### src/source/cache_pkg.sv
package cache_pkg;

    // word addressed, so one address is one data word
    localparam int ADDR_WIDTH = 12;
    localparam int DATA_WIDTH = 32;

    typedef logic [ADDR_WIDTH-1:0] addr_t;
    typedef logic [DATA_WIDTH-1:0] word_t;

    // update code for the per line valid and dirty bits
    typedef logic [1:0] sel_t;

    localparam sel_t SEL_HOLD  = 2'd0;
    // only the dirty bits take a clear code
    localparam sel_t SEL_CLEAR = 2'd1;
    localparam sel_t SEL_SET   = 2'd2;

endpackage

### src/source/cache_controller.sv
module cache_controller (
    input  logic            clk,
    input  logic            rst,
    input  logic            src_valid,
    input  logic            cpu_request,
    input  logic            flush_req,
    input  logic            req_type,
    input  logic            cache_hit,
    input  logic            dirty,
    input  logic            axi_ack,
    input  logic            flush,
    input  logic            flush_done,
    output logic            src_ready,
    output logic            resp_valid,
    output logic            rd_en,
    output logic            wr_en,
    output logic            mem_rd_req,
    output logic            mem_wr_req,
    output logic            data_sel,
    output logic            index_sel,
    output logic            count_en,
    output logic            count_clear,
    output logic            reg_flush_en,
    output logic            valid_clear,
    output cache_pkg::sel_t dirty_sel,
    output cache_pkg::sel_t valid_sel
);
    import cache_pkg::*;

    typedef enum logic [2:0] {
        IDLE,
        PROCESS_REQ,
        CACHE_ALLOCATE,
        WRITEBACK,
        FLUSH_STATE
    } cache_state_t;

    cache_state_t c_state;
    cache_state_t n_state;
    logic         access_go;
    logic         flush_go;

    // an access wins over a flush offered in the same cycle
    assign access_go = src_valid & cpu_request & ~flush;
    assign flush_go  = src_valid & flush_req & ~access_go;

    always_ff @(posedge clk or negedge rst)
    begin
        if (!rst)
            c_state <= IDLE;
        else
            c_state <= n_state;
    end

    always_comb
    begin
        n_state = c_state;
        case (c_state)
            IDLE:
            begin
                if (access_go)
                    n_state = PROCESS_REQ;
                else if (flush_go)
                    n_state = FLUSH_STATE;
            end
            PROCESS_REQ:
            begin
                if (!cache_hit && dirty)
                    n_state = WRITEBACK;
                else if (!cache_hit)
                    n_state = CACHE_ALLOCATE;
                else
                    n_state = IDLE;
            end
            CACHE_ALLOCATE:
            begin
                // the filled line is looked up again and now hits
                if (axi_ack)
                    n_state = PROCESS_REQ;
            end
            WRITEBACK:
            begin
                if (axi_ack && flush)
                    n_state = FLUSH_STATE;
                else if (axi_ack)
                    n_state = CACHE_ALLOCATE;
            end
            FLUSH_STATE:
            begin
                if (flush_done)
                    n_state = IDLE;
                else if (dirty)
                    n_state = WRITEBACK;
            end
            default:
                n_state = IDLE;
        endcase
    end

    always_comb
    begin
        src_ready    = 1'b0;
        resp_valid   = 1'b0;
        rd_en        = 1'b0;
        wr_en        = 1'b0;
        mem_rd_req   = 1'b0;
        mem_wr_req   = 1'b0;
        data_sel     = 1'b0;
        index_sel    = 1'b0;
        count_en     = 1'b0;
        count_clear  = 1'b0;
        reg_flush_en = 1'b0;
        valid_clear  = 1'b0;
        dirty_sel    = SEL_HOLD;
        valid_sel    = SEL_HOLD;
        case (c_state)
            IDLE:
            begin
                src_ready = 1'b1;
                // flush start: rewind counter, raise flag, drop every line
                if (flush_go)
                begin
                    count_clear  = 1'b1;
                    index_sel    = 1'b1;
                    reg_flush_en = 1'b1;
                    valid_clear  = 1'b1;
                end
            end
            PROCESS_REQ:
            begin
                if (cache_hit)
                begin
                    resp_valid = 1'b1;
                    if (req_type)
                    begin
                        wr_en     = 1'b1;
                        dirty_sel = SEL_SET;
                        valid_sel = SEL_SET;
                    end
                    else
                        rd_en = 1'b1;
                end
                else if (dirty)
                begin
                    // victim goes out first, read it for the write data
                    mem_wr_req = 1'b1;
                    rd_en      = 1'b1;
                end
                else
                    mem_rd_req = 1'b1;
            end
            CACHE_ALLOCATE:
            begin
                if (axi_ack)
                begin
                    valid_sel = SEL_SET;
                    data_sel  = 1'b1;
                    wr_en     = 1'b1;
                end
                else
                    mem_rd_req = 1'b1;
            end
            WRITEBACK:
            begin
                // a flush writes back the line under the flush counter
                index_sel = flush;
                if (axi_ack && flush)
                    dirty_sel = SEL_CLEAR;
                else if (axi_ack)
                    mem_rd_req = 1'b1;
                else
                begin
                    mem_wr_req = 1'b1;
                    rd_en      = 1'b1;
                end
            end
            FLUSH_STATE:
            begin
                if (flush_done)
                    reg_flush_en = 1'b1;
                else if (dirty)
                begin
                    mem_wr_req = 1'b1;
                    rd_en      = 1'b1;
                    index_sel  = 1'b1;
                end
                else
                begin
                    count_en  = 1'b1;
                    index_sel = 1'b1;
                end
            end
            default:
            begin
                src_ready = 1'b0;
            end
        endcase
    end

    mem_req_exclusive: assert property (
        @(posedge clk) disable iff (!rst) !(mem_rd_req && mem_wr_req)
    ) else $error("memory read and write requested together");

    ready_only_idle: assert property (
        @(posedge clk) disable iff (!rst) src_ready |-> (c_state == IDLE)
    ) else $error("src_ready raised outside IDLE");

endmodule

### src/source/cache_datapath.sv
module cache_datapath #(
    parameter int ADDR_WIDTH  = cache_pkg::ADDR_WIDTH,
    parameter int DATA_WIDTH  = cache_pkg::DATA_WIDTH,
    parameter int INDEX_WIDTH = 4
) (
    input  logic             clk,
    input  logic             rst,
    input  logic             src_valid,
    input  logic             src_ready,
    input  logic             cpu_request,
    input  logic             req_type_in,
    input  cache_pkg::addr_t cpu_addr,
    input  cache_pkg::word_t cpu_wdata,
    input  logic             rd_en,
    input  logic             wr_en,
    input  logic             data_sel,
    input  cache_pkg::sel_t  dirty_sel,
    input  cache_pkg::sel_t  valid_sel,
    input  logic             index_sel,
    input  logic             count_en,
    input  logic             count_clear,
    input  logic             reg_flush_en,
    input  logic             valid_clear,
    input  cache_pkg::word_t mem_rdata,
    output logic             req_type,
    output logic             cache_hit,
    output logic             dirty,
    output logic             flush,
    output logic             flush_done,
    output cache_pkg::word_t cpu_rdata,
    output cache_pkg::addr_t mem_addr,
    output cache_pkg::word_t mem_wdata,
    output logic             flush_busy
);
    import cache_pkg::*;

    localparam int TAG_WIDTH = ADDR_WIDTH - INDEX_WIDTH;
    localparam int LINES     = 2 ** INDEX_WIDTH;

    typedef logic [TAG_WIDTH-1:0]   tag_t;
    typedef logic [INDEX_WIDTH-1:0] index_t;

    if (ADDR_WIDTH != $bits(addr_t) || DATA_WIDTH != $bits(word_t) ||
        INDEX_WIDTH >= ADDR_WIDTH)
    begin : g_width_check
        $error("cache_datapath widths do not match the cache_pkg types");
    end

    tag_t                  tag_array  [LINES];
    logic [DATA_WIDTH-1:0] data_array [LINES];
    logic [LINES-1:0]      valid_bits;
    logic [LINES-1:0]      dirty_bits;

    addr_t  req_addr;
    word_t  req_wdata;
    tag_t   req_tag;
    index_t req_index;
    index_t flush_index;
    index_t line_index;
    logic   flush_flag;
    logic   accept;

    assign accept     = src_valid & cpu_request & src_ready;
    assign req_tag    = req_addr[ADDR_WIDTH-1:INDEX_WIDTH];
    assign req_index  = req_addr[INDEX_WIDTH-1:0];
    assign line_index = index_sel ? flush_index : req_index;

    // held for the whole access, the requester may move on
    always_ff @(posedge clk)
    begin
        if (accept)
        begin
            req_type  <= req_type_in;
            req_addr  <= cpu_addr;
            req_wdata <= cpu_wdata;
        end
    end

    always_ff @(posedge clk or negedge rst)
    begin
        if (!rst)
        begin
            flush_index <= '0;
            flush_flag  <= 1'b0;
        end
        else
        begin
            if (count_clear)
                flush_index <= '0;
            else if (count_en)
                flush_index <= flush_index + index_t'(1);
            // set on flush start, cleared on the last clean line
            if (reg_flush_en)
                flush_flag <= ~flush_flag;
        end
    end

    always_ff @(posedge clk or negedge rst)
    begin
        if (!rst)
        begin
            valid_bits <= '0;
            dirty_bits <= '0;
        end
        else
        begin
            if (valid_clear)
                valid_bits <= '0;
            else if (valid_sel == SEL_SET)
                valid_bits[line_index] <= 1'b1;
            // a fresh fill is always clean
            if (wr_en && data_sel)
                dirty_bits[line_index] <= 1'b0;
            else if (dirty_sel == SEL_SET)
                dirty_bits[line_index] <= 1'b1;
            else if (dirty_sel == SEL_CLEAR)
                dirty_bits[line_index] <= 1'b0;
        end
    end

    always_ff @(posedge clk)
    begin
        if (wr_en)
        begin
            if (data_sel)
            begin
                data_array[line_index] <= mem_rdata;
                tag_array[line_index]  <= req_tag;
            end
            else
                data_array[line_index] <= req_wdata;
        end
    end

    assign cache_hit  = valid_bits[line_index] && (tag_array[line_index] == req_tag);
    assign dirty      = dirty_bits[line_index];
    assign flush_done = (flush_index == index_t'(LINES - 1)) && !dirty_bits[flush_index];
    assign flush      = flush_flag;
    assign flush_busy = flush_flag;

    assign cpu_rdata = rd_en ? data_array[line_index] : '0;
    assign mem_wdata = data_array[line_index];
    // writeback goes to the stored tag, a fill to the requested address
    assign mem_addr  = rd_en ? {tag_array[line_index], line_index} : req_addr;

    count_only_in_flush: assert property (
        @(posedge clk) disable iff (!rst) count_en |-> flush_flag
    ) else $error("flush counter advanced with no flush running");

endmodule

### src/source/cache_top.sv
module cache_top #(
    parameter int ADDR_WIDTH  = cache_pkg::ADDR_WIDTH,
    parameter int DATA_WIDTH  = cache_pkg::DATA_WIDTH,
    parameter int INDEX_WIDTH = 4
) (
    input  logic             clk,
    input  logic             rst,
    input  logic             src_valid,
    input  logic             cpu_request,
    input  logic             req_type,
    input  cache_pkg::addr_t cpu_addr,
    input  cache_pkg::word_t cpu_wdata,
    input  logic             flush_req,
    output logic             src_ready,
    output logic             resp_valid,
    output cache_pkg::word_t cpu_rdata,
    output logic             flush_busy,
    output logic             mem_rd_req,
    output logic             mem_wr_req,
    output cache_pkg::addr_t mem_addr,
    output cache_pkg::word_t mem_wdata,
    input  cache_pkg::word_t mem_rdata,
    input  logic             mem_ack
);
    import cache_pkg::*;

    logic rd_en;
    logic wr_en;
    logic data_sel;
    logic index_sel;
    logic count_en;
    logic count_clear;
    logic reg_flush_en;
    logic valid_clear;
    sel_t dirty_sel;
    sel_t valid_sel;

    // captured request kind and line status back to the FSM
    logic req_type_r;
    logic cache_hit;
    logic dirty;
    logic flush;
    logic flush_done;

    cache_controller u_controller (
        .clk          (clk),
        .rst          (rst),
        .src_valid    (src_valid),
        .cpu_request  (cpu_request),
        .flush_req    (flush_req),
        .req_type     (req_type_r),
        .cache_hit    (cache_hit),
        .dirty        (dirty),
        .axi_ack      (mem_ack),
        .flush        (flush),
        .flush_done   (flush_done),
        .src_ready    (src_ready),
        .resp_valid   (resp_valid),
        .rd_en        (rd_en),
        .wr_en        (wr_en),
        .mem_rd_req   (mem_rd_req),
        .mem_wr_req   (mem_wr_req),
        .data_sel     (data_sel),
        .index_sel    (index_sel),
        .count_en     (count_en),
        .count_clear  (count_clear),
        .reg_flush_en (reg_flush_en),
        .valid_clear  (valid_clear),
        .dirty_sel    (dirty_sel),
        .valid_sel    (valid_sel)
    );

    cache_datapath #(
        .ADDR_WIDTH  (ADDR_WIDTH),
        .DATA_WIDTH  (DATA_WIDTH),
        .INDEX_WIDTH (INDEX_WIDTH)
    ) u_datapath (
        .clk          (clk),
        .rst          (rst),
        .src_valid    (src_valid),
        .src_ready    (src_ready),
        .cpu_request  (cpu_request),
        .req_type_in  (req_type),
        .cpu_addr     (cpu_addr),
        .cpu_wdata    (cpu_wdata),
        .rd_en        (rd_en),
        .wr_en        (wr_en),
        .data_sel     (data_sel),
        .dirty_sel    (dirty_sel),
        .valid_sel    (valid_sel),
        .index_sel    (index_sel),
        .count_en     (count_en),
        .count_clear  (count_clear),
        .reg_flush_en (reg_flush_en),
        .valid_clear  (valid_clear),
        .mem_rdata    (mem_rdata),
        .req_type     (req_type_r),
        .cache_hit    (cache_hit),
        .dirty        (dirty),
        .flush        (flush),
        .flush_done   (flush_done),
        .cpu_rdata    (cpu_rdata),
        .mem_addr     (mem_addr),
        .mem_wdata    (mem_wdata),
        .flush_busy   (flush_busy)
    );

endmodule

### config.mk
export PLATFORM = sky130hd
export DESIGN_NAME = cache_top
export DESIGN_NICKNAME = d
export VERILOG_FILES = /design/src/source/cache_pkg.sv /design/src/source/cache_controller.sv /design/src/source/cache_datapath.sv /design/src/source/cache_top.sv
export SDC_FILE = /design/constraint.sdc
export NUM_CORES = 1
export LEC_CHECK = 0
export BUFFER_PORTS_ARGS = -buffer_cell sky130_fd_sc_hd__buf_2
export CORE_ASPECT_RATIO = 0.75
export CORE_MARGIN = 2
export CORE_UTILIZATION = 50
export CTS_CLUSTER_SIZE = 10
export DETAILED_ROUTE_END_ITERATION = 12
export GPL_ROUTABILITY_DRIVEN = 0
export PLACE_DENSITY_LB_ADDON = 0.25
export SKIP_LAST_GASP = 1
export SYNTH_ARGS = -nofsm -noshare
export SYNTH_HDL_FRONTEND = slang
export SYNTH_SLANG_ARGS = --single-unit
### constraint.sdc
create_clock -name clk -period 8.71 [get_ports clk]
set_input_delay 1.742 -clock clk [delete_from_list [all_inputs] [get_ports clk]]
set_output_delay 1.742 -clock clk [all_outputs]
set_load 0.03 [all_outputs]
==> impl_metrics.yaml, run 1 <==
run_status:
  outcome: "finished, final reports clean"
layout:
  drive_gt1_share_pct: 24.8
  final_nets: 2061
  finalInstanceArea_um2: 33900
  multi_input_area_um2: 7760
  area_growth_pct: 13.8
  diodes: 0
  n_fill_cell: 4528
  seq_area_um2: 21600
synthesis:
  synth_commonest_cells: "edfxtp_1, a22oi_1, a21oi_1, mux4_2, clkbuf_1"
  synth-seq-area-share_pct: 72.4
  syn-instance-count: 1806
  synth-edff-count: 685
  synth_top_area_cell: "edfxtp_1"
  syn_avg_cell_area_um2: 16.5
  synth_area_um2: 29800
  ys_types: 69
  synth_top_area_share_pct: 69.0
  synth.most_common_cell: "edfxtp_1"
  yosysWarningCount: 0
  ys.flop_type: "edfxtp_1"
  async_reset_ff_share_pct: 5.52
  synth-seq-cells: 725
  synth_area_leaders: "edfxtp_1, a22oi_1, mux4_2, dfrtp_1, a21oi_1"
  syn_nets: 1891
clock_network:
  ctsHoldBuffers: 0
  cts.sinks: 725
  cts_tree: "yes"
  cts-buffers-inserted: 83
  clkLatencyLatePin_ns: 0.63
  path_clk_slew_ns: 0.06
  cts.repair.resized: 0
  cts_setup_buffers: 0
  clockBufferDepth: 3
  root_buffer: "clkbuf_16"
  cts_max_level: 3
critical_path:
  crit_family: "simple AND/OR/NAND/NOR gates"
  r2r_cells: 12
  worst_path_most_repeated_cell: "mux2i_1"
  start_kind: "flip-flop"
  r2r_slack_ns: 2.87
  worst_path_max_delay_cell: "edfxtp_1"
  path_buf_inv: 2
  arrival_ns: 5.76
  cp_max_fo: 34
  required_ns: 6.97
  rr_endpoint: "u_datapath.data_array[5][28]"
  end_kind: "output port"
  critical_path_class: "flip-flop to output port"
  r2r-start: "u_datapath.req_addr[1]"
  critPathMaxStageDelay_ns: 0.95
  cp_cell_sequence: "buf_4 > mux4_2 > mux2i_1 > mux2i_1 > xor2_1 > nor4_1 > a31oi_1 > nand3b_4 > or3_2 > a21oi_2 > mux2_2 > buf_2"
floorplanning:
  die_x_um: 286
  ios: 164
  start_util_pct: 50.5
  die_h_um: 215
  coreArea_um2: 59000
  rows: 77
  die_area_um2: 61600
timing:
  tightest_slew_ns: 1.17
  setup_viol: 0
  finalClockSkew_ns: 0.0238
  slew_viol_final: 0
  fin_setup_tns_ns: 0
  post-route-period-util_pct: 86.2
  hold_viol_final: 0
  rsz0062_at_grt: "false"
  min_period_ns: 7.50
  hold_ws_ns: 0.491
  max_freq_mhz: 133
  slew_headroom_pct: 22.3
global_route:
  overflow: 0
  use_met2_pct: 37.1
  antenna_found_initial: 0
  busiest_layer: "met1"
  grt_max_degree: 133
  grtUsageMet1_pct: 37.4
  gr-usage-all-layers_pct: 24.8
  grt_pass1_vias: 17900
  grt_pass1_wl_um: 114000
  use_met3_pct: 4.99
min_path:
  hp-start: "u_datapath.valid_bits[5]"
  holdPathEnd: "u_datapath.valid_bits[5]"
  hp-class: "flip-flop to flip-flop"
  hold_depth: 2
job:
  cap_violations: 0
pwr:
  p_leak_nw: 11.1
  p_total_mw: 10.6
  peakVddDrop_mv: 0.402
  power.density_nw_per_um2: 314
detailed_routing:
  dr_total_vias: 17800
  dr.pass1.iters: 6
  wl_um: 76400
  wl_per_cell_um: 27.4
  postRouteAntennaNets: 0
  vias_per_cell: 6.40
  post-route-drc-count: 0
  drt-initial-drc-count: 1917
placed_design:
  place_hpwl_um: 41400
  io_buffer_count: 163
  dpl_cell_area_um2: 31600
==> worst reg2reg max path: stages, from the launching register on <==
cell	delay [ns]
edfxtp_1	0.95
buf_4	0.62
mux4_2	0.58
mux2i_1	0.19
mux2i_1	0.14
xor2_1	0.17
nor4_1	0.31
a31oi_1	0.10
nand3b_4	0.26
or3_2	0.45
and2_4	0.35
nor2_4	0.97
buf_4	0.42
==> power breakdown <==
group	internal, mW	switching [mW]
sequential	3.95	0.149
clock	1.76	1.30
combinational	1.16	2.32
total	6.87	3.78
==> layout by cell type, fill, tap and decap left out, types with 5 or more instances in the layout <==
cell type,n
clkbuf_1,13
nor2_4,16
buf_2,163
o21ai_0,45
xnor2_1,13
nand2_1,64
o22ai_1,7
nand3_1,26
nand2b_1,10
nor2_1,23
o21ai_2,10
o211ai_1,5
dfrtp_1,38
a21boi_0,22
mux2i_1,27
nand3b_1,5
edfxtp_1,685
or4_4,7
a22oi_1,261
clkbuf_16,83
mux2_2,51
buf_12,5
buf_4,46
nor3_1,14
nor2b_1,11
or4_1,26
o21ai_1,7
mux4_2,74
a21boi_1,7
a21oi_1,132
inv_1,8
nor3b_1,6
==> worst max-delay path by stage <==
stage                      startpoint             to  cells after the start
6_report       u_datapath.req_addr[1]    mem_addr[1]                     12
5_1_grt        u_datapath.req_addr[1]   mem_addr[10]                     12
4_1_cts        u_datapath.req_addr[1]    mem_addr[8]                     12
3_5_place_dp                src_valid    mem_addr[1]                     13
3_3_place_gp              cpu_request    mem_addr[7]                     13
2_1_floorplan             cpu_request  cpu_rdata[15]                     12
==> kinds of logic (layout without fill, tap and decap cells) <==
group	count (synthesis)	after routing	synth area share (%)
DFF	725	725	72.4
muxes	155	155	8.54
buffers and inverters	139	329	2.25
adders and majority gates	2	2	0.0839
AOI/OAI and AO/OA	526	526	11.9
and+or+nand+nor	243	243	4.40
xor gates and xnor gates	16	16	0.470
==> per-layer routing <==
metal	vias to the layer above	share of wire [%]	wire length, um
met5	-	0	0
met4	0	2.0	1500
met3	110	8.9	6830
met2	911	45	34600
met1	9146	44	33400
li1	7670	-	-
==> registers in the layout, indices dropped and copies added (netlist names), named ones only <==
| register | flops |
|---|---|
| u_datapath.data_array | 512 |
| u_datapath.tag_array | 128 |
| u_datapath.req_wdata | 32 |
| u_datapath.valid_bits | 16 |
| u_datapath.req_addr | 12 |
| u_datapath.flush_index | 4 |
| u_controller.c_state | 3 |
| u_datapath.flush | 1 |
| u_datapath.req_type | 1 |
==> area by class of cell <==
type                       count  area share, %
sequential                   725           63.6
clock buffer                  97           6.31
inverter                      10          0.111
clock inverter                 8          0.472
multi-input combinational    942           22.9
timing repair buffer         214           3.72
tap                          790           2.91
==> metrics by stage <==
step	utilization (%)	setup slack [ns]	std cells
detailed placement	53.6	1.22	2681
floorplan	-	2.24	1806
global route	57.5	0.790	2786
CTS	57.5	1.11	2786
finish	57.5	1.21	2786
global placement	53.6	1.31	2681
No activity file was read; power rests on OpenSTA's default activity.
==> run 2: changes to the inputs <==
--- a/config.mk
+++ b/config.mk
@@ -12,6 +12,7 @@
 export CTS_CLUSTER_SIZE = 10
 export DETAILED_ROUTE_END_ITERATION = 12
 export GPL_ROUTABILITY_DRIVEN = 0
+export MAX_ROUTING_LAYER = met4
 export PLACE_DENSITY_LB_ADDON = 0.25
 export SKIP_LAST_GASP = 1
 export SYNTH_ARGS = -nofsm -noshare
==> run 2 against run 1 <==
Worst hold slack improved by 0.00082 ns. Non-clock buffer count unchanged. Via count about the same. Clock power hardly changed. Final area stayed put. Register-to-register slack worse by 0.05 ns. Die area did not move. Utilization unchanged. First-iteration DRC count increased by 6.1%. Critical path type unchanged. Highest routed layer unchanged.
==> impl_metrics.yaml, run 2 (same netlist as run 1, synthesis figures left out) <==
timing:
  finalClockSkew_ns: 0.0226
  slew_viol_final: 0
  hold_ws_ns: 0.492
  fin_setup_tns_ns: 0
  setup_viol: 0
  hold_viol_final: 0
  min_period_ns: 7.54
  tightest_slew_ns: 1.16
  slew_headroom_pct: 22.6
  max_freq_mhz: 133
  rsz0062_at_grt: "false"
  setup_slack_ns: 1.17
  post-route-period-util_pct: 86.6
min_path:
  hold_depth: 2
  holdPathEnd: "u_datapath.valid_bits[5]"
  hp-start: "u_datapath.valid_bits[5]"
  hp-class: "flip-flop to flip-flop"
detailed_routing:
  dr.pass1.iters: 5
  vias_per_cell: 6.40
  postRouteAntennaNets: 0
  dr_total_vias: 17800
  wl_um: 76500
  post-route-drc-count: 0
  wl_per_cell_um: 27.4
  drt-initial-drc-count: 2034
run_status:
  outcome: "finished, final reports clean"
floorplanning:
  rows: 77
  die_area_um2: 61600
  start_util_pct: 50.5
  ios: 164
  coreArea_um2: 59000
  die_h_um: 215
  die_x_um: 286
pwr:
  power.density_nw_per_um2: 314
  peakVddDrop_mv: 0.407
  p_total_mw: 10.6
  p_leak_nw: 11.1
layout:
  top_register: "u_datapath.data_array"
  drive_gt1_share_pct: 24.8
  layout.cells.non_filler: 2786
  n_fill_cell: 4528
  final_cell_mix: "edfxtp_1, a22oi_1, buf_2"
  final_nets: 2061
  area_growth_pct: 13.8
  finalInstanceArea_um2: 33900
  final_core_util_pct: 57.5
  largest_reg_flops: 512
  reg_top3: "u_datapath.data_array: 512 flops, u_datapath.tag_array: 128 flops, u_datapath.req_wdata: 32 flops"
  layout_commonest_cell: "edfxtp_1"
  diodes: 0
critical_path:
  r2r_slack_ns: 2.82
  critPathMaxStageDelay_ns: 0.96
  crit_family: "simple AND/OR/NAND/NOR gates"
  worst_path_max_delay_cell: "edfxtp_1"
  cp_cell_sequence: "buf_4 > mux4_2 > mux2i_1 > mux2i_1 > xor2_1 > nor4_1 > a31oi_1 > nand3b_4 > or3_2 > a21oi_2 > mux2_2 > buf_2"
  cp_max_fo: 34
  required_ns: 6.97
  r2r_cells: 12
  start_kind: "flip-flop"
  end_kind: "output port"
  worst_path_most_repeated_cell: "mux2i_1"
  rr_endpoint: "u_datapath.data_array[5][28]"
  r2r-start: "u_datapath.req_addr[1]"
  path_buf_inv: 2
  arrival_ns: 5.80
  critical_path_class: "flip-flop to output port"
placed_design:
  placed_cells: 2681
  place_hpwl_um: 41400
  io_buffer_count: 163
  dpl_cell_area_um2: 31600
  place_ws_ns: 1.22
job:
  cap_violations: 0
global_route:
  grt_pass1_wl_um: 114000
  antenna_found_initial: 0
  overflow: 0
  grt_max_degree: 133
  gr-usage-all-layers_pct: 25.6
  grt_pass1_vias: 17900
clock_network:
  cts_setup_buffers: 0
  clkLatencyLatePin_ns: 0.63
  cts_tree: "yes"
  ctsHoldBuffers: 0
  cts-buffers-inserted: 83
  root_buffer: "clkbuf_16"
  cts_max_level: 3
  path_clk_slew_ns: 0.06
  clockBufferDepth: 3
  cts.repair.resized: 0
  cts.sinks: 725
run 2: cell counts in the layout (fill, tap and decap cells not counted):
Identical to the previous run, type by type.
run 2: tightest hold or removal path: cells and delay by family (launching register included):
family | cells | cell delay [ns]
AOI/OAI and AO/OA | 1 | 0.05
and+or+nand+nor | 1 | 0.06
DFF | 1 | 0.35
run 2: power by group:
part           switching (mW)  internal [mW]
Clock                    1.31           1.76
Combinational            2.33           1.16
Sequential              0.150           3.95
run 2: area by class of cell:
| type | count | area, um2 | share of cell area (%) |
|---|---|---|---|
| timing repair buffer | 214 | 1260 | 3.72 |
| clock inverter | 8 | 160 | 0.472 |
| tap | 790 | 988 | 2.91 |
| multi-input combinational | 942 | 7760 | 22.9 |
| inverter | 10 | 37.5 | 0.111 |
| sequential | 725 | 21600 | 63.6 |
| clock buffer | 97 | 2140 | 6.31 |
run 2: layer usage:
layer | share of wire [%] | up-vias | global-route usage, %
met3 | 9.1 | 116 | 4.55
met5 | 0 | - | -
li1 | - | 7668 | -
met2 | 45 | 917 | 37.2
met4 | 1.8 | 0 | 6.54
met1 | 44 | 9121 | 37.7
run 2: worst max path at each step:
stage / start / end / slack, ns / depth (start not counted)
floorplan: cpu_request / cpu_rdata[15] / 2.24 / 12
global placement: cpu_request / mem_addr[7] / 1.31 / 13
detailed placement: src_valid / mem_addr[1] / 1.22 / 13
CTS: u_datapath.req_addr[1] / mem_addr[8] / 1.11 / 12
global route: u_datapath.req_addr[1] / mem_addr[10] / 0.78 / 12
finish: u_datapath.req_addr[1] / mem_addr[1] / 1.17 / 12
